**src/sa_cfg_pkg.sv**
```systemverilog
package sa_cfg_pkg;

	// Grid side. The array is array_dim by array_dim cells.
	localparam int unsigned array_dim = 4;

	// Unsigned operand and sum widths.
	// 8x8 products summed over four rows stay well inside 24 bits.
	localparam int unsigned data_w = 8;
	localparam int unsigned acc_w  = 24;

	// One cycle into skew, array_dim through the grid, one bottom register,
	// then deskew and valid alignment. act_valid to result_valid.
	localparam int unsigned pipe_latency = 2 * array_dim + 1;

	// Counter sizes used by the weight loader.
	localparam int unsigned row_w = $clog2(array_dim);
	localparam int unsigned cnt_w = $clog2(pipe_latency + 1);

	typedef logic [data_w-1:0] data_t;   // Activation operand.
	typedef logic [data_w-1:0] weight_t; // Weight operand.
	typedef logic [acc_w-1:0]  acc_t;    // Partial or final sum.

	typedef logic [row_w-1:0] row_idx_t;    // Weight row being shifted in.
	typedef logic [cnt_w-1:0] flight_cnt_t; // Vectors inside the pipeline.

endpackage

```
**src/sa_bus_pkg.sv**
```systemverilog
package sa_bus_pkg;

	import sa_cfg_pkg::*;

	// Element i drives grid row i.
	typedef data_t [array_dim-1:0] act_vec_t;

	// Element j is the weight for column j.
	typedef weight_t [array_dim-1:0] weight_row_t;

	// Row i holds W[i]. After a load, cell (i,j) keeps W[i][j].
	typedef weight_row_t [array_dim-1:0] weight_mat_t;

	// Element j is the column j sum, sum over i of act[i] * W[i][j].
	typedef acc_t [array_dim-1:0] sum_vec_t;

endpackage

```
**src/sa_array.sv**
```systemverilog
`timescale 1ns/1ps

module sa_array (
	input  logic                    clk,
	input  logic                    rst_n,
	input  logic                    shift,
	input  sa_bus_pkg::act_vec_t    act_skewed,
	input  sa_bus_pkg::weight_row_t weight_row,
	output sa_bus_pkg::sum_vec_t    sums
);

	import sa_cfg_pkg::*;

	// Outputs of every cell, indexed [row][column].
	data_t   act_link [array_dim][array_dim];
	weight_t wt_link  [array_dim][array_dim];
	acc_t    psum     [array_dim][array_dim];

	for (genvar i = 0; i < array_dim; i++) begin : g_row
		for (genvar j = 0; j < array_dim; j++) begin : g_col
			data_t   pe_data_in;
			weight_t pe_weight_in;
			acc_t    pe_sum_in;

			// Left edge takes the skewed activations.
			if (j == 0) begin : g_left_edge
				assign pe_data_in = act_skewed[i];
			end else begin : g_left_link
				assign pe_data_in = act_link[i][j-1];
			end

			// Top edge takes the new weight row and starts each sum at zero.
			if (i == 0) begin : g_top_edge
				assign pe_weight_in = weight_row[j];
				assign pe_sum_in    = '0;
			end else begin : g_top_link
				assign pe_weight_in = wt_link[i-1][j];
				assign pe_sum_in    = psum[i-1][j];
			end

			sa_pe i_pe (
				.clk        (clk),
				.rst_n      (rst_n),
				.shift      (shift),
				.data_in    (pe_data_in),
				.weight_in  (pe_weight_in),
				.sum_in     (pe_sum_in),
				.data_out   (act_link[i][j]),
				.weight_out (wt_link[i][j]),
				.sum_out    (psum[i][j])
			);
		end
	end

	// Bottom row sums registered once more before deskew.
	always_ff @(posedge clk) begin
		if (!rst_n) begin
			sums <= '0;
		end else begin
			for (int j = 0; j < array_dim; j++) begin
				sums[j] <= psum[array_dim-1][j];
			end
		end
	end

endmodule

```
**src/sa_deskew.sv**
```systemverilog
`timescale 1ns/1ps

module sa_deskew (
	input  logic                 clk,
	input  logic                 rst_n,
	input  logic                 vec_valid,
	input  sa_bus_pkg::sum_vec_t sums,
	output sa_bus_pkg::sum_vec_t result,
	output logic                 result_valid
);

	import sa_cfg_pkg::*;

	logic [2*array_dim-1:0] valid_q;

	// Column j leaves the grid j cycles after column 0.
	// It waits array_dim-1-j cycles so the whole vector lines up.
	for (genvar j = 0; j < array_dim; j++) begin : g_col
		if (j == array_dim - 1) begin : g_pass
			assign result[j] = sums[j]; // Last column is already late enough.
		end else begin : g_delay
			acc_t stage_q [array_dim-1-j];

			always_ff @(posedge clk) begin
				stage_q[0] <= sums[j];
				for (int k = 1; k < array_dim - 1 - j; k++) begin
					stage_q[k] <= stage_q[k-1];
				end
			end

			assign result[j] = stage_q[array_dim-2-j];
		end
	end

	// Valid from skew through the grid and deskew.
	always_ff @(posedge clk) begin
		if (!rst_n) begin
			valid_q <= '0;
		end else begin
			valid_q <= {valid_q[2*array_dim-2:0], vec_valid};
		end
	end

	assign result_valid = valid_q[2*array_dim-1];

	// No vector can get through the pipeline faster than its latency.
	a_quiet_after_reset : assert property (@(posedge clk)
		$rose(rst_n) |-> !result_valid [*pipe_latency]);

endmodule

```
**src/sa_pe.sv**
```systemverilog
`timescale 1ns/1ps

module sa_pe (
	input  logic                clk,
	input  logic                rst_n,
	input  logic                shift,
	input  sa_cfg_pkg::data_t   data_in,
	input  sa_cfg_pkg::weight_t weight_in,
	input  sa_cfg_pkg::acc_t    sum_in,
	output sa_cfg_pkg::data_t   data_out,
	output sa_cfg_pkg::weight_t weight_out,
	output sa_cfg_pkg::acc_t    sum_out
);

	import sa_cfg_pkg::*;

	weight_t weight_q;
	acc_t    product;

	// Both operands widened first so the product keeps all 16 bits.
	assign product = acc_t'(data_in) * acc_t'(weight_q);

	// Stationary weight.
	// On a shift the cell takes the weight from above and hands its old one down.
	always_ff @(posedge clk) begin
		if (!rst_n) begin
			weight_q <= '0;
		end else if (shift) begin
			weight_q <= weight_in;
		end
	end

	assign weight_out = weight_q;

	// Activation moves one cell right per cycle.
	always_ff @(posedge clk) begin
		if (!rst_n) begin
			data_out <= '0;
		end else begin
			data_out <= data_in;
		end
	end

	// Partial sum moves one cell down per cycle.
	always_ff @(posedge clk) begin
		if (!rst_n) begin
			sum_out <= '0;
		end else begin
			sum_out <= sum_in + product;
		end
	end

endmodule

```
**src/sa_skew.sv**
```systemverilog
`timescale 1ns/1ps

module sa_skew (
	input  logic                 clk,
	input  logic                 rst_n,
	input  logic                 act_valid,
	input  sa_bus_pkg::act_vec_t act,
	output sa_bus_pkg::act_vec_t act_skewed,
	output logic                 vec_valid
);

	import sa_cfg_pkg::*;
	import sa_bus_pkg::*;

	act_vec_t act_in;

	// Zeros on idle cycles keep old operands out of the grid.
	assign act_in = act_valid ? act : '0;

	// Row i sits behind i+1 registers so it meets the sum coming down.
	for (genvar i = 0; i < array_dim; i++) begin : g_row
		data_t stage_q [i+1];

		always_ff @(posedge clk) begin
			if (!rst_n) begin
				for (int k = 0; k <= i; k++) begin
					stage_q[k] <= '0;
				end
			end else begin
				stage_q[0] <= act_in[i];
				for (int k = 1; k <= i; k++) begin
					stage_q[k] <= stage_q[k-1];
				end
			end
		end

		assign act_skewed[i] = stage_q[i];
	end

	// Aligned with row 0.
	always_ff @(posedge clk) begin
		if (!rst_n) begin
			vec_valid <= 1'b0;
		end else begin
			vec_valid <= act_valid;
		end
	end

endmodule

```
**src/sa_top.sv**
```systemverilog
`timescale 1ns/1ps

module sa_top (
	input  logic                    clk,
	input  logic                    rst_n,
	input  logic                    load,
	input  sa_bus_pkg::weight_mat_t weights,
	output logic                    busy,
	input  logic                    act_valid,
	input  sa_bus_pkg::act_vec_t    act,
	output logic                    result_valid,
	output sa_bus_pkg::sum_vec_t    result
);

	import sa_cfg_pkg::*;
	import sa_bus_pkg::*;

	logic        shift;
	weight_row_t weight_row;
	act_vec_t    act_skewed;
	logic        vec_valid;
	sum_vec_t    sums;

	sa_weight_loader i_loader (
		.clk          (clk),
		.rst_n        (rst_n),
		.load         (load),
		.weights      (weights),
		.act_valid    (act_valid),
		.result_valid (result_valid),
		.shift        (shift),
		.weight_row   (weight_row),
		.busy         (busy)
	);

	sa_skew i_skew (
		.clk        (clk),
		.rst_n      (rst_n),
		.act_valid  (act_valid),
		.act        (act),
		.act_skewed (act_skewed),
		.vec_valid  (vec_valid)
	);

	sa_array i_array (
		.clk        (clk),
		.rst_n      (rst_n),
		.shift      (shift),
		.act_skewed (act_skewed),
		.weight_row (weight_row),
		.sums       (sums)
	);

	sa_deskew i_deskew (
		.clk          (clk),
		.rst_n        (rst_n),
		.vec_valid    (vec_valid),
		.sums         (sums),
		.result       (result),
		.result_valid (result_valid)
	);

endmodule

```
**src/sa_weight_loader.sv**
```systemverilog
`timescale 1ns/1ps

module sa_weight_loader (
	input  logic                    clk,
	input  logic                    rst_n,
	input  logic                    load,
	input  sa_bus_pkg::weight_mat_t weights,
	input  logic                    act_valid,
	input  logic                    result_valid,
	output logic                    shift,
	output sa_bus_pkg::weight_row_t weight_row,
	output logic                    busy
);

	import sa_cfg_pkg::*;
	import sa_bus_pkg::*;

	typedef enum logic [1:0] {
		idle,
		drain,
		shift_rows
	} state_t;

	state_t      state;
	weight_mat_t weights_q;
	flight_cnt_t in_flight;
	row_idx_t    row_idx;

	always_ff @(posedge clk) begin
		if (!rst_n) begin
			state   <= idle;
			row_idx <= row_idx_t'(array_dim - 1);
		end else begin
			case (state)
				idle: begin
					if (load) begin
						state <= drain;
					end
				end
				drain: begin
					// Old vectors must leave before the weights change under them.
					if (in_flight == '0) begin
						state <= shift_rows;
					end
				end
				shift_rows: begin
					if (row_idx == '0) begin
						state   <= idle;
						row_idx <= row_idx_t'(array_dim - 1);
					end else begin
						row_idx <= row_idx - 1'b1;
					end
				end
				default: state <= idle;
			endcase
		end
	end

	// Matrix held for the whole load. A load while busy is dropped.
	always_ff @(posedge clk) begin
		if (state == idle && load) begin
			weights_q <= weights;
		end
	end

	always_ff @(posedge clk) begin
		if (!rst_n) begin
			in_flight <= '0;
		end else begin
			case ({act_valid, result_valid})
				2'b10:   in_flight <= in_flight + 1'b1;
				2'b01:   in_flight <= in_flight - 1'b1;
				default: in_flight <= in_flight;
			endcase
		end
	end

	assign busy       = (state != idle);
	assign shift      = (state == shift_rows);
	assign weight_row = weights_q[row_idx]; // Last row goes in first.

	a_no_act_while_busy : assert property (@(posedge clk) disable iff (!rst_n)
		busy |-> !act_valid);

	// A result can only come back for a vector that was counted going in.
	a_no_underflow : assert property (@(posedge clk) disable iff (!rst_n)
		(result_valid && !act_valid) |-> (in_flight != '0));

endmodule
```
**config.mk**
```make
export PLATFORM = sky130hd
export DESIGN_NAME = sa_top
export DESIGN_NICKNAME = d
export VERILOG_FILES = /design/src/sa_cfg_pkg.sv /design/src/sa_bus_pkg.sv /design/src/sa_array.sv /design/src/sa_deskew.sv /design/src/sa_pe.sv /design/src/sa_skew.sv /design/src/sa_top.sv /design/src/sa_weight_loader.sv
export SDC_FILE = /design/constraint.sdc
export NUM_CORES = 2
export LEC_CHECK = 0
export BUFFER_PORTS_ARGS = -buffer_cell sky130_fd_sc_hd__buf_2
export CAP_MARGIN = 10
export CORE_AREA = 2 2 286 401
export CTS_BUF_LIST = sky130_fd_sc_hd__clkbuf_8
export DETAILED_ROUTE_END_ITERATION = 12
export DIE_AREA = 0 0 288 403
export PLACE_DENSITY = 0.77
export SLEW_MARGIN = 20
export SYNTH_ARGS = -nofsm -noshare
export SYNTH_HDL_FRONTEND = slang
export SYNTH_SLANG_ARGS = --single-unit
```
**constraint.sdc**
```tcl
create_clock -name clk -period 8.1 [get_ports clk]
set_input_delay 0.405 -clock clk [delete_from_list [all_inputs] [get_ports clk]]
set_output_delay 0.405 -clock clk [all_outputs]
set_load 0.005 [all_outputs]
```
# ---- After elaboration in Yosys (flattened, before gate mapping)
# Memories as Yosys holds them, arrays and structs flattened.
# Cells that the tools add are included.
dict set report totals {
  regBits 849
  mem_bits_rw 224
  input_bits 164
  output_inout_bits 98
  wordCells 158
  memories 7
}
dict set report classes {
  addsub 15
  multipliers 16
  n_lt_le_gt_ge 1
  eq_ne 7
  muxes 22
  bitwise_logic 9
  n_reduce_logical 8
}
# name words width read_ports rd_clocked_by_memory_dff wr line_no
set mem_list {}
lappend mem_list {{i_deskew.g_col[0].g_delay.stage_q} 3 24 3 0 3 sa_deskew.sv:22} ;# acc_t stage_q [array_dim-1-j];
lappend mem_list {{i_deskew.g_col[1].g_delay.stage_q} 2 24 2 0 2 sa_deskew.sv:22}
lappend mem_list {{i_skew.g_row[3].stage_q} 4 8 4 0 4 sa_skew.sv:22} ;# data_t stage_q [i+1];
lappend mem_list {{i_deskew.g_col[2].g_delay.stage_q} 1 24 1 0 1 sa_deskew.sv:22}
lappend mem_list {{i_skew.g_row[2].stage_q} 3 8 3 0 3 sa_skew.sv:22}
lappend mem_list {{i_skew.g_row[1].stage_q} 2 8 2 0 2 sa_skew.sv:22}
lappend mem_list {{1 more memories} n/a n/a n/a n/a n/a n/a}
# op count
set ops {}
lappend ops {{24-bit by 16-bit adder with 24-bit output} 12}
lappend ops {{8-bit by 8-bit multiplier with 16-bit output} 16}
lappend ops {{8-bit two-way mux} 10}
lappend ops {{32-bit binary-select mux with 2-bit select} 1}
lappend ops {{32-bit two-way mux} 2}
lappend ops {{1-bit OR} 9}
lappend ops {{2-bit two-way mux} 4}
lappend ops {{4-bit case mux with 2 select lines} 1}
lappend ops {{8-bit OR reduction} 1}
lappend ops {{2-bit case mux with 3 select lines} 1}
lappend ops {{4-bit by 1-bit adder with 4-bit output, second input constant} 1}
lappend ops {{2-bit by 1-bit == test with 1-bit output, second input constant} 2}
lappend ops {{2-bit == test, second input constant} 2}
lappend ops {{2-bit logical NOT} 2}
lappend ops {{4-bit logical NOT} 1}
lappend ops {{2-bit inequality test, second input constant} 2}
lappend ops {{2-bit nonzero test} 2}
lappend ops {{4-bit by 1-bit subtractor with 4-bit output, second input constant} 1}
lappend ops {{2-bit by 3-bit < comparator with 1-bit output, second input constant} 1}
lappend ops {{1-bit two-way mux} 3}
lappend ops {{3-bit AND reduction} 1}
lappend ops {{2-bit by 1-bit inequality test with 1-bit output, second input constant} 1}
lappend ops {{2-bit by 1-bit subtractor with 2-bit output, second input constant} 1}
lappend ops {{1-bit logical AND} 1}

# ---- Longest topological paths before layout
dict set report logic_depth {
  ltp_word 3
  ltp_mapped 18
  ltp_nobuf 17
}

# ---- Modules after synthesis
# A second synthesis with hierarchy kept.
dict set report hier_totals {
  cells_unflattened 8094
  hier_area_um2 78026.1
}
# module n_inst cells_per_inst area_per_inst_um2 seq_area_each_um2
set by_module_without_submodules {}
lappend by_module_without_submodules {{sa_pe (i_array.g_row[1].g_col[2].i_pe ...)} 6 445 4000.1 800.8}
lappend by_module_without_submodules {{sa_pe (i_array.g_row[0].g_col[0].i_pe ...)} 5 455 4007.6 800.8}
lappend by_module_without_submodules {{sa_pe (i_array.g_row[3].g_col[1].i_pe ...)} 3 454 4017.6 800.8}
lappend by_module_without_submodules {sa_weight_loader 1 220 5077.4 4003.8}
lappend by_module_without_submodules {{sa_pe (i_array.g_row[3].g_col[0].i_pe)} 1 477 4186.5 800.8}
lappend by_module_without_submodules {{sa_pe (i_array.g_row[0].g_col[1].i_pe)} 1 458 4031.4 800.8}
lappend by_module_without_submodules {sa_deskew 1 232 3633.5 3042.9}
lappend by_module_without_submodules {sa_array 1 203 2607.5 1921.8}
lappend by_module_without_submodules {sa_skew 1 197 2398.6 1621.6}

# ---- Worst setup path after synthesis
# No wires, ideal clock.
dict set report synth_timing {
  path_kind {register -> register}
  startpoint {register i_loader.state[1]}
  endpoint {register i_loader.state[0]}
  setup_ns 0.086
  arrival_time_ns 6.845
  required_ns 8.014
  path_slack_ns 1.170
  stages_incl_launch_ff 4
  n_path_buf 0
  synth_period_minus_slack_ns 6.930
  path_cell_list {dfxtp_1 -> or2_2 -> nor2_1 -> o221a_2}
}
dict set report synth_via {
  elab_chain_cells 3
  word_cells_on_any_way 8
  classes_between {eq/ne (5); mux (1); reduce/logical (2)}
}
# element line_no
set synth_rtl {}
lappend synth_rtl {{start: declaration} sa_weight_loader.sv:24} ;# state_t state;
lappend synth_rtl {{start signal: assignment} sa_weight_loader.sv:31} ;# state <= idle;
lappend synth_rtl {{start signal: assignment} sa_weight_loader.sv:37} ;# state <= drain;
lappend synth_rtl {{start signal: assignment} sa_weight_loader.sv:43} ;# state <= shift_rows;
lappend synth_rtl {{2-bit == test (tied with other cells)} sa_weight_loader.sv:34} ;# case (state)
lappend synth_rtl {{2-bit inequality test (no source line) or 2-bit by 1-bit inequality test with 1-bit output (tied branches)} n/a}
lappend synth_rtl {{3-bit AND reduction (no source line)} n/a}
# Several ways; a longest one is shown, not always the timed one.
# A chain may end at the register's enable or synchronous reset.

# ---- Worst setup path after layout
dict set report layout_timing {
  startpoint {register i_array.g_row[2].g_col[1].i_pe.weight_q[2]}
  endpoint {register i_array.g_row[2].g_col[1].i_pe.sum_out[18]}
}
dict set report layout_via {
  elab_chain_cells 2
}
# element line_no
set layout_rtl {}
lappend layout_rtl {{start: declaration} sa_pe.sv:17} ;# weight_t weight_q;
lappend layout_rtl {{start signal: assignment} sa_pe.sv:29} ;# weight_q <= weight_in;
lappend layout_rtl {{8-bit by 8-bit multiplier with 16-bit output} sa_pe.sv:21} ;# assign product = acc_t'(data_in) * acc_t'(weight_q);
lappend layout_rtl {{24-bit by 16-bit adder with 24-bit output} sa_pe.sv:49} ;# sum_out <= sum_in + product;
lappend layout_rtl {{end signal: assignment} sa_pe.sv:49}
lappend layout_rtl {{end: declaration} sa_pe.sv:12} ;# output sa_cfg_pkg::acc_t sum_out
# Every way passes these cells.

==> results.py <==
metrics = {
    "global_route": {
        "antenna_found_initial": 4,
        "grt_max_degree": 207,
        "grt_pass1_wl_um": 228000,
        "grt_pass1_vias": 48717,
        "groute.usage.overall_pct": 23.9,
        "grt_overflow": 0,
    },
    "logic_synthesis": {
        "synth_ff_type": "dfxtp_1",
        "yosysSeqAreaShare_pct": 29.9,
        "async_flop_share_pct": 0,
        "avgSynthCellArea_um2": 9.50,
        "synth_enable_flop_cells": 128,
        "synth_top_area_share_pct": 24.2,
        "syn_inst": 7074,
        "yosysWarnings": 0,
        "yosys.area.top_type": "dfxtp_1",
        "synthTopCellsByArea": "dfxtp_1 (24%), fa_1 (22%), ha_1 (12%), and2_1 (8.5%), inv_1 (7.7%)",
        "ys_types": 83,
        "syn-cell-area_um2": 67200,
        "ys_ff_latch": 941,
    },
    "worst_setup_path": {
        "r2r_cells": 14,
        "reg2reg_to": "i_array.g_row[2].g_col[1].i_pe.sum_out[18]",
        "critPathCapture": "i_array.g_row[2].g_col[1].i_pe.sum_out[18]",
        "rrSetupSlack_ns": 3.36,
        "worstSetupPathType": "flop to flop",
        "critPathArrivalTime_ns": 5.47,
        "crit-reg2reg-launch": "i_array.g_row[2].g_col[1].i_pe.weight_out[2]",
        "start_kind": "flop",
        "setup.worst_path.start": "i_array.g_row[2].g_col[1].i_pe.weight_out[2]",
        "worstPathRequired_ns": 8.83,
        "cp_max_fo": 10,
        "critPathCaptureType": "flop",
    },
    "floorplanning": {
        "start_util_pct": 59.7,
        "io_pins": 262,
        "die_h_um": 403,
        "rows": 146,
        "die_area_um2": 116000,
        "die_w_um": 288,
        "fp.coreArea_um2": 113000,
    },
    "job": {
        "maxCapViolations": 0,
    },
    "clock_network": {
        "h-tree-depth": 4,
        "cts_buffers": 143,
        "clock-sinks": 941,
        "cts_tree": "yes",
        "clkTransAtPathRegs_ns": 0.07,
        "cts_resized": 0,
        "clk_path_buf_depth": 3,
        "insertion_delay_ns": 0.89,
        "clk_root_buffer_cell": "clkbuf_8",
    },
    "pwr": {
        "p_leak_nw": 36.7,
        "vdd_drop_max_mv": 0.172,
        "pwr_density_cell_nw_per_um2": 130,
    },
    "placement": {
        "io_buffers": 245,
        "dp_hpwl_um": 101000,
        "place_congestion": 0.854,
        "placed_area_um2": 69000,
    },
    "sta": {
        "post-route-period-util_pct": 58.5,
        "finalSetupViolations": 0,
        "rsz0062_at_grt": "no",
        "maxSlewViolCount": 0,
        "period_needed_ns": 4.74,
        "worst_pin_slew_ns": 1.09,
        "setup_tns_ns": 0,
        "clock.fmax_ghz": 0.211,
        "slew_headroom_pct": 27.2,
        "fin_worst_skew_ns": 0.0410,
        "final-hold-violation-count": 0,
    },
    "status": {
        "outcome": "completed",
    },
    "routing": {
        "totalWireLength_um": 135000,
        "vias": 45487,
        "first_iter_violations": 1837,
        "drt-pass1-iter-count": 8,
        "drtAntennaViolNets": 0,
        "routedWlPerCell_um": 15.1,
        "drc": 0,
        "vias_per_cell": 5.09,
    },
    "final_layout": {
        "stdcell_area_um2": 73700,
        "area_growth_syn_to_layout_pct": 9.66,
        "nFillCells": 9013,
        "drive_gt1_share_pct": 7.20,
        "fin_nets": 8877,
    },
    "min_path": {
        "hp-class": "primary input to flop",
    },
}
worst min-delay path by stage:
stage	slack, ns	cells past startpoint	startpoint	to
after global routing	0.1	2	act_valid	i_skew.g_row[2].stage_q[0][2]
after floorplan	0.31	0	i_array.sums[0]	i_deskew.g_col[0].g_delay.stage_q[0][0]
after global placement	0.31	0	i_array.sums[51]	i_deskew.g_col[2].g_delay.stage_q[0][3]
final	0.14	3	act_valid	i_skew.vec_valid
after CTS	0.03	3	act_valid	i_skew.vec_valid
after detailed placement	0.31	0	i_array.sums[1]	i_deskew.g_col[0].g_delay.stage_q[0][1]
cell families (layout without fill, tap and decap cells):
kind of cell	count (synthesis)	after routing	share of synthesized area [%]
compound gates	700	700	6.61
xor+xnor	126	126	1.64
fa+ha+maj	1381	1381	34.1
buf+inv	1706	2063	9.97
flops	941	941	29.9
mux	53	53	1.39
other cells	1	18	0.00558
simple gates	2166	2166	16.4
area by class of cell:
type | count | area (um2) | area share (%)
Tap cell | 1480 | 1850 | 2.51
Antenna cell | 2 | 5.00 | 0.00679
Timing Repair Buffer | 417 | 2960 | 4.01
Clock buffer | 168 | 2310 | 3.14
Inverter | 1387 | 5210 | 7.08
Sequential cell | 941 | 20100 | 27.3
Multi-Input combinational cell | 4442 | 40500 | 54.9
Clock inverter | 91 | 771 | 1.05
cells in the mapped netlist (all sizes together) (7+ instances only):
library cell / count
nor2b: 32
edfxtp: 128
or2: 8
nand2: 759
fa: 749
o21ai: 128
a211oi: 54
o41ai: 8
xor2: 58
o31a: 9
clkbuf: 229
o211ai: 17
a21oi: 260
nor2: 236
nor4: 7
and3: 46
o21bai: 20
inv: 1387
nand4: 15
nand2b: 45
o21a: 39
a21boi: 9
nand3: 29
a21o: 67
a31oi: 19
mux4: 32
a211o: 8
and2: 912
dfxtp: 813
nor3: 57
buf: 90
o31ai: 11
xnor2: 68
mux2i: 20
ha: 632
cells in the final DEF (no fill, tap or decap), types with 128 or more instances in the layout:
master,instances
inv_1,1416
and2_1,912
dfxtp_1,812
nand2_1,759
fa_1,749
ha_1,632
a21oi_1,260
buf_2,244
nor2_1,235
clkbuf_8,168
dlygate4sd3_1,161
edfxtp_1,128
repair_timing:
| action | in CTS | in global routing |
|---|---|---|
| hold endpoints to repair | 170 | 0 |
| hold buffers | 161 | 0 |
| setup buffers | 0 | 0 |
flip-flops by register name, indices dropped and copies added, names as in the netlist:
register,cells
i_loader.weights_q,128
i_deskew.g_col.g_delay.stage_q,120
i_skew.vec_valid,1
i_array.g_row.g_col.i_pe.data_out,96
i_loader.state,2
i_loader.row_idx,2
i_deskew.valid_q,8
i_skew.g_row.stage_q,80
i_array.sums,80
i_array.g_row.g_col.i_pe.weight_out,128
i_loader.in_flight,4
i_array.g_row.g_col.i_pe.sum_out,292
layer usage:
layer,share of wire [%],global-route usage [%],vias up
li1,-,-,22234
met4,3.1,9.08,0
met3,3.9,3.33,289
met1,41,27.9,21969
met2,52,44.1,995
met5,0,0,-
metrics by stage:
step | util [%] | worst slack, ns | std cells | power [W] | hold slack (ns)
6_report | 65.5 | 3.36 | 8928 | 0.00959 | 0.138
5_1_grt | 65.5 | 3.08 | 8928 | 0.00995 | 0.0971
4_1_cts | 65.5 | 3.40 | 8926 | 0.00968 | 0.0294
3_5_place_dp | 61.3 | 3.41 | 8506 | 0.00545 | 0.312
3_3_place_gp | 61.3 | 3.53 | 8506 | 0.00543 | 0.312
2_1_floorplan | - | 1.17 | 7089 | 0.00530 | 0.310
critical path, stage by stage, from the launching register on:
cell	delay (ns)
dfxtp_1	0.51
nand2_1	0.16
fa_1	0.56
inv_1	0.06
fa_1	0.43
fa_1	0.51
inv_1	0.05
fa_1	0.48
inv_1	0.04
ha_1	0.36
a2111oi_0	0.62
a211o_1	0.29
a31oi_1	0.15
a221oi_1	0.33
nor2_1	0.06
report_power, final:
group / switching [W] / internal [W]
Sequential: 0.0000903 / 0.00485
Combinational: 0.000279 / 0.000203
Clock: 0.00199 / 0.00218
Total: 0.00236 / 0.00723
No activity file was read; power rests on OpenSTA's default activity.
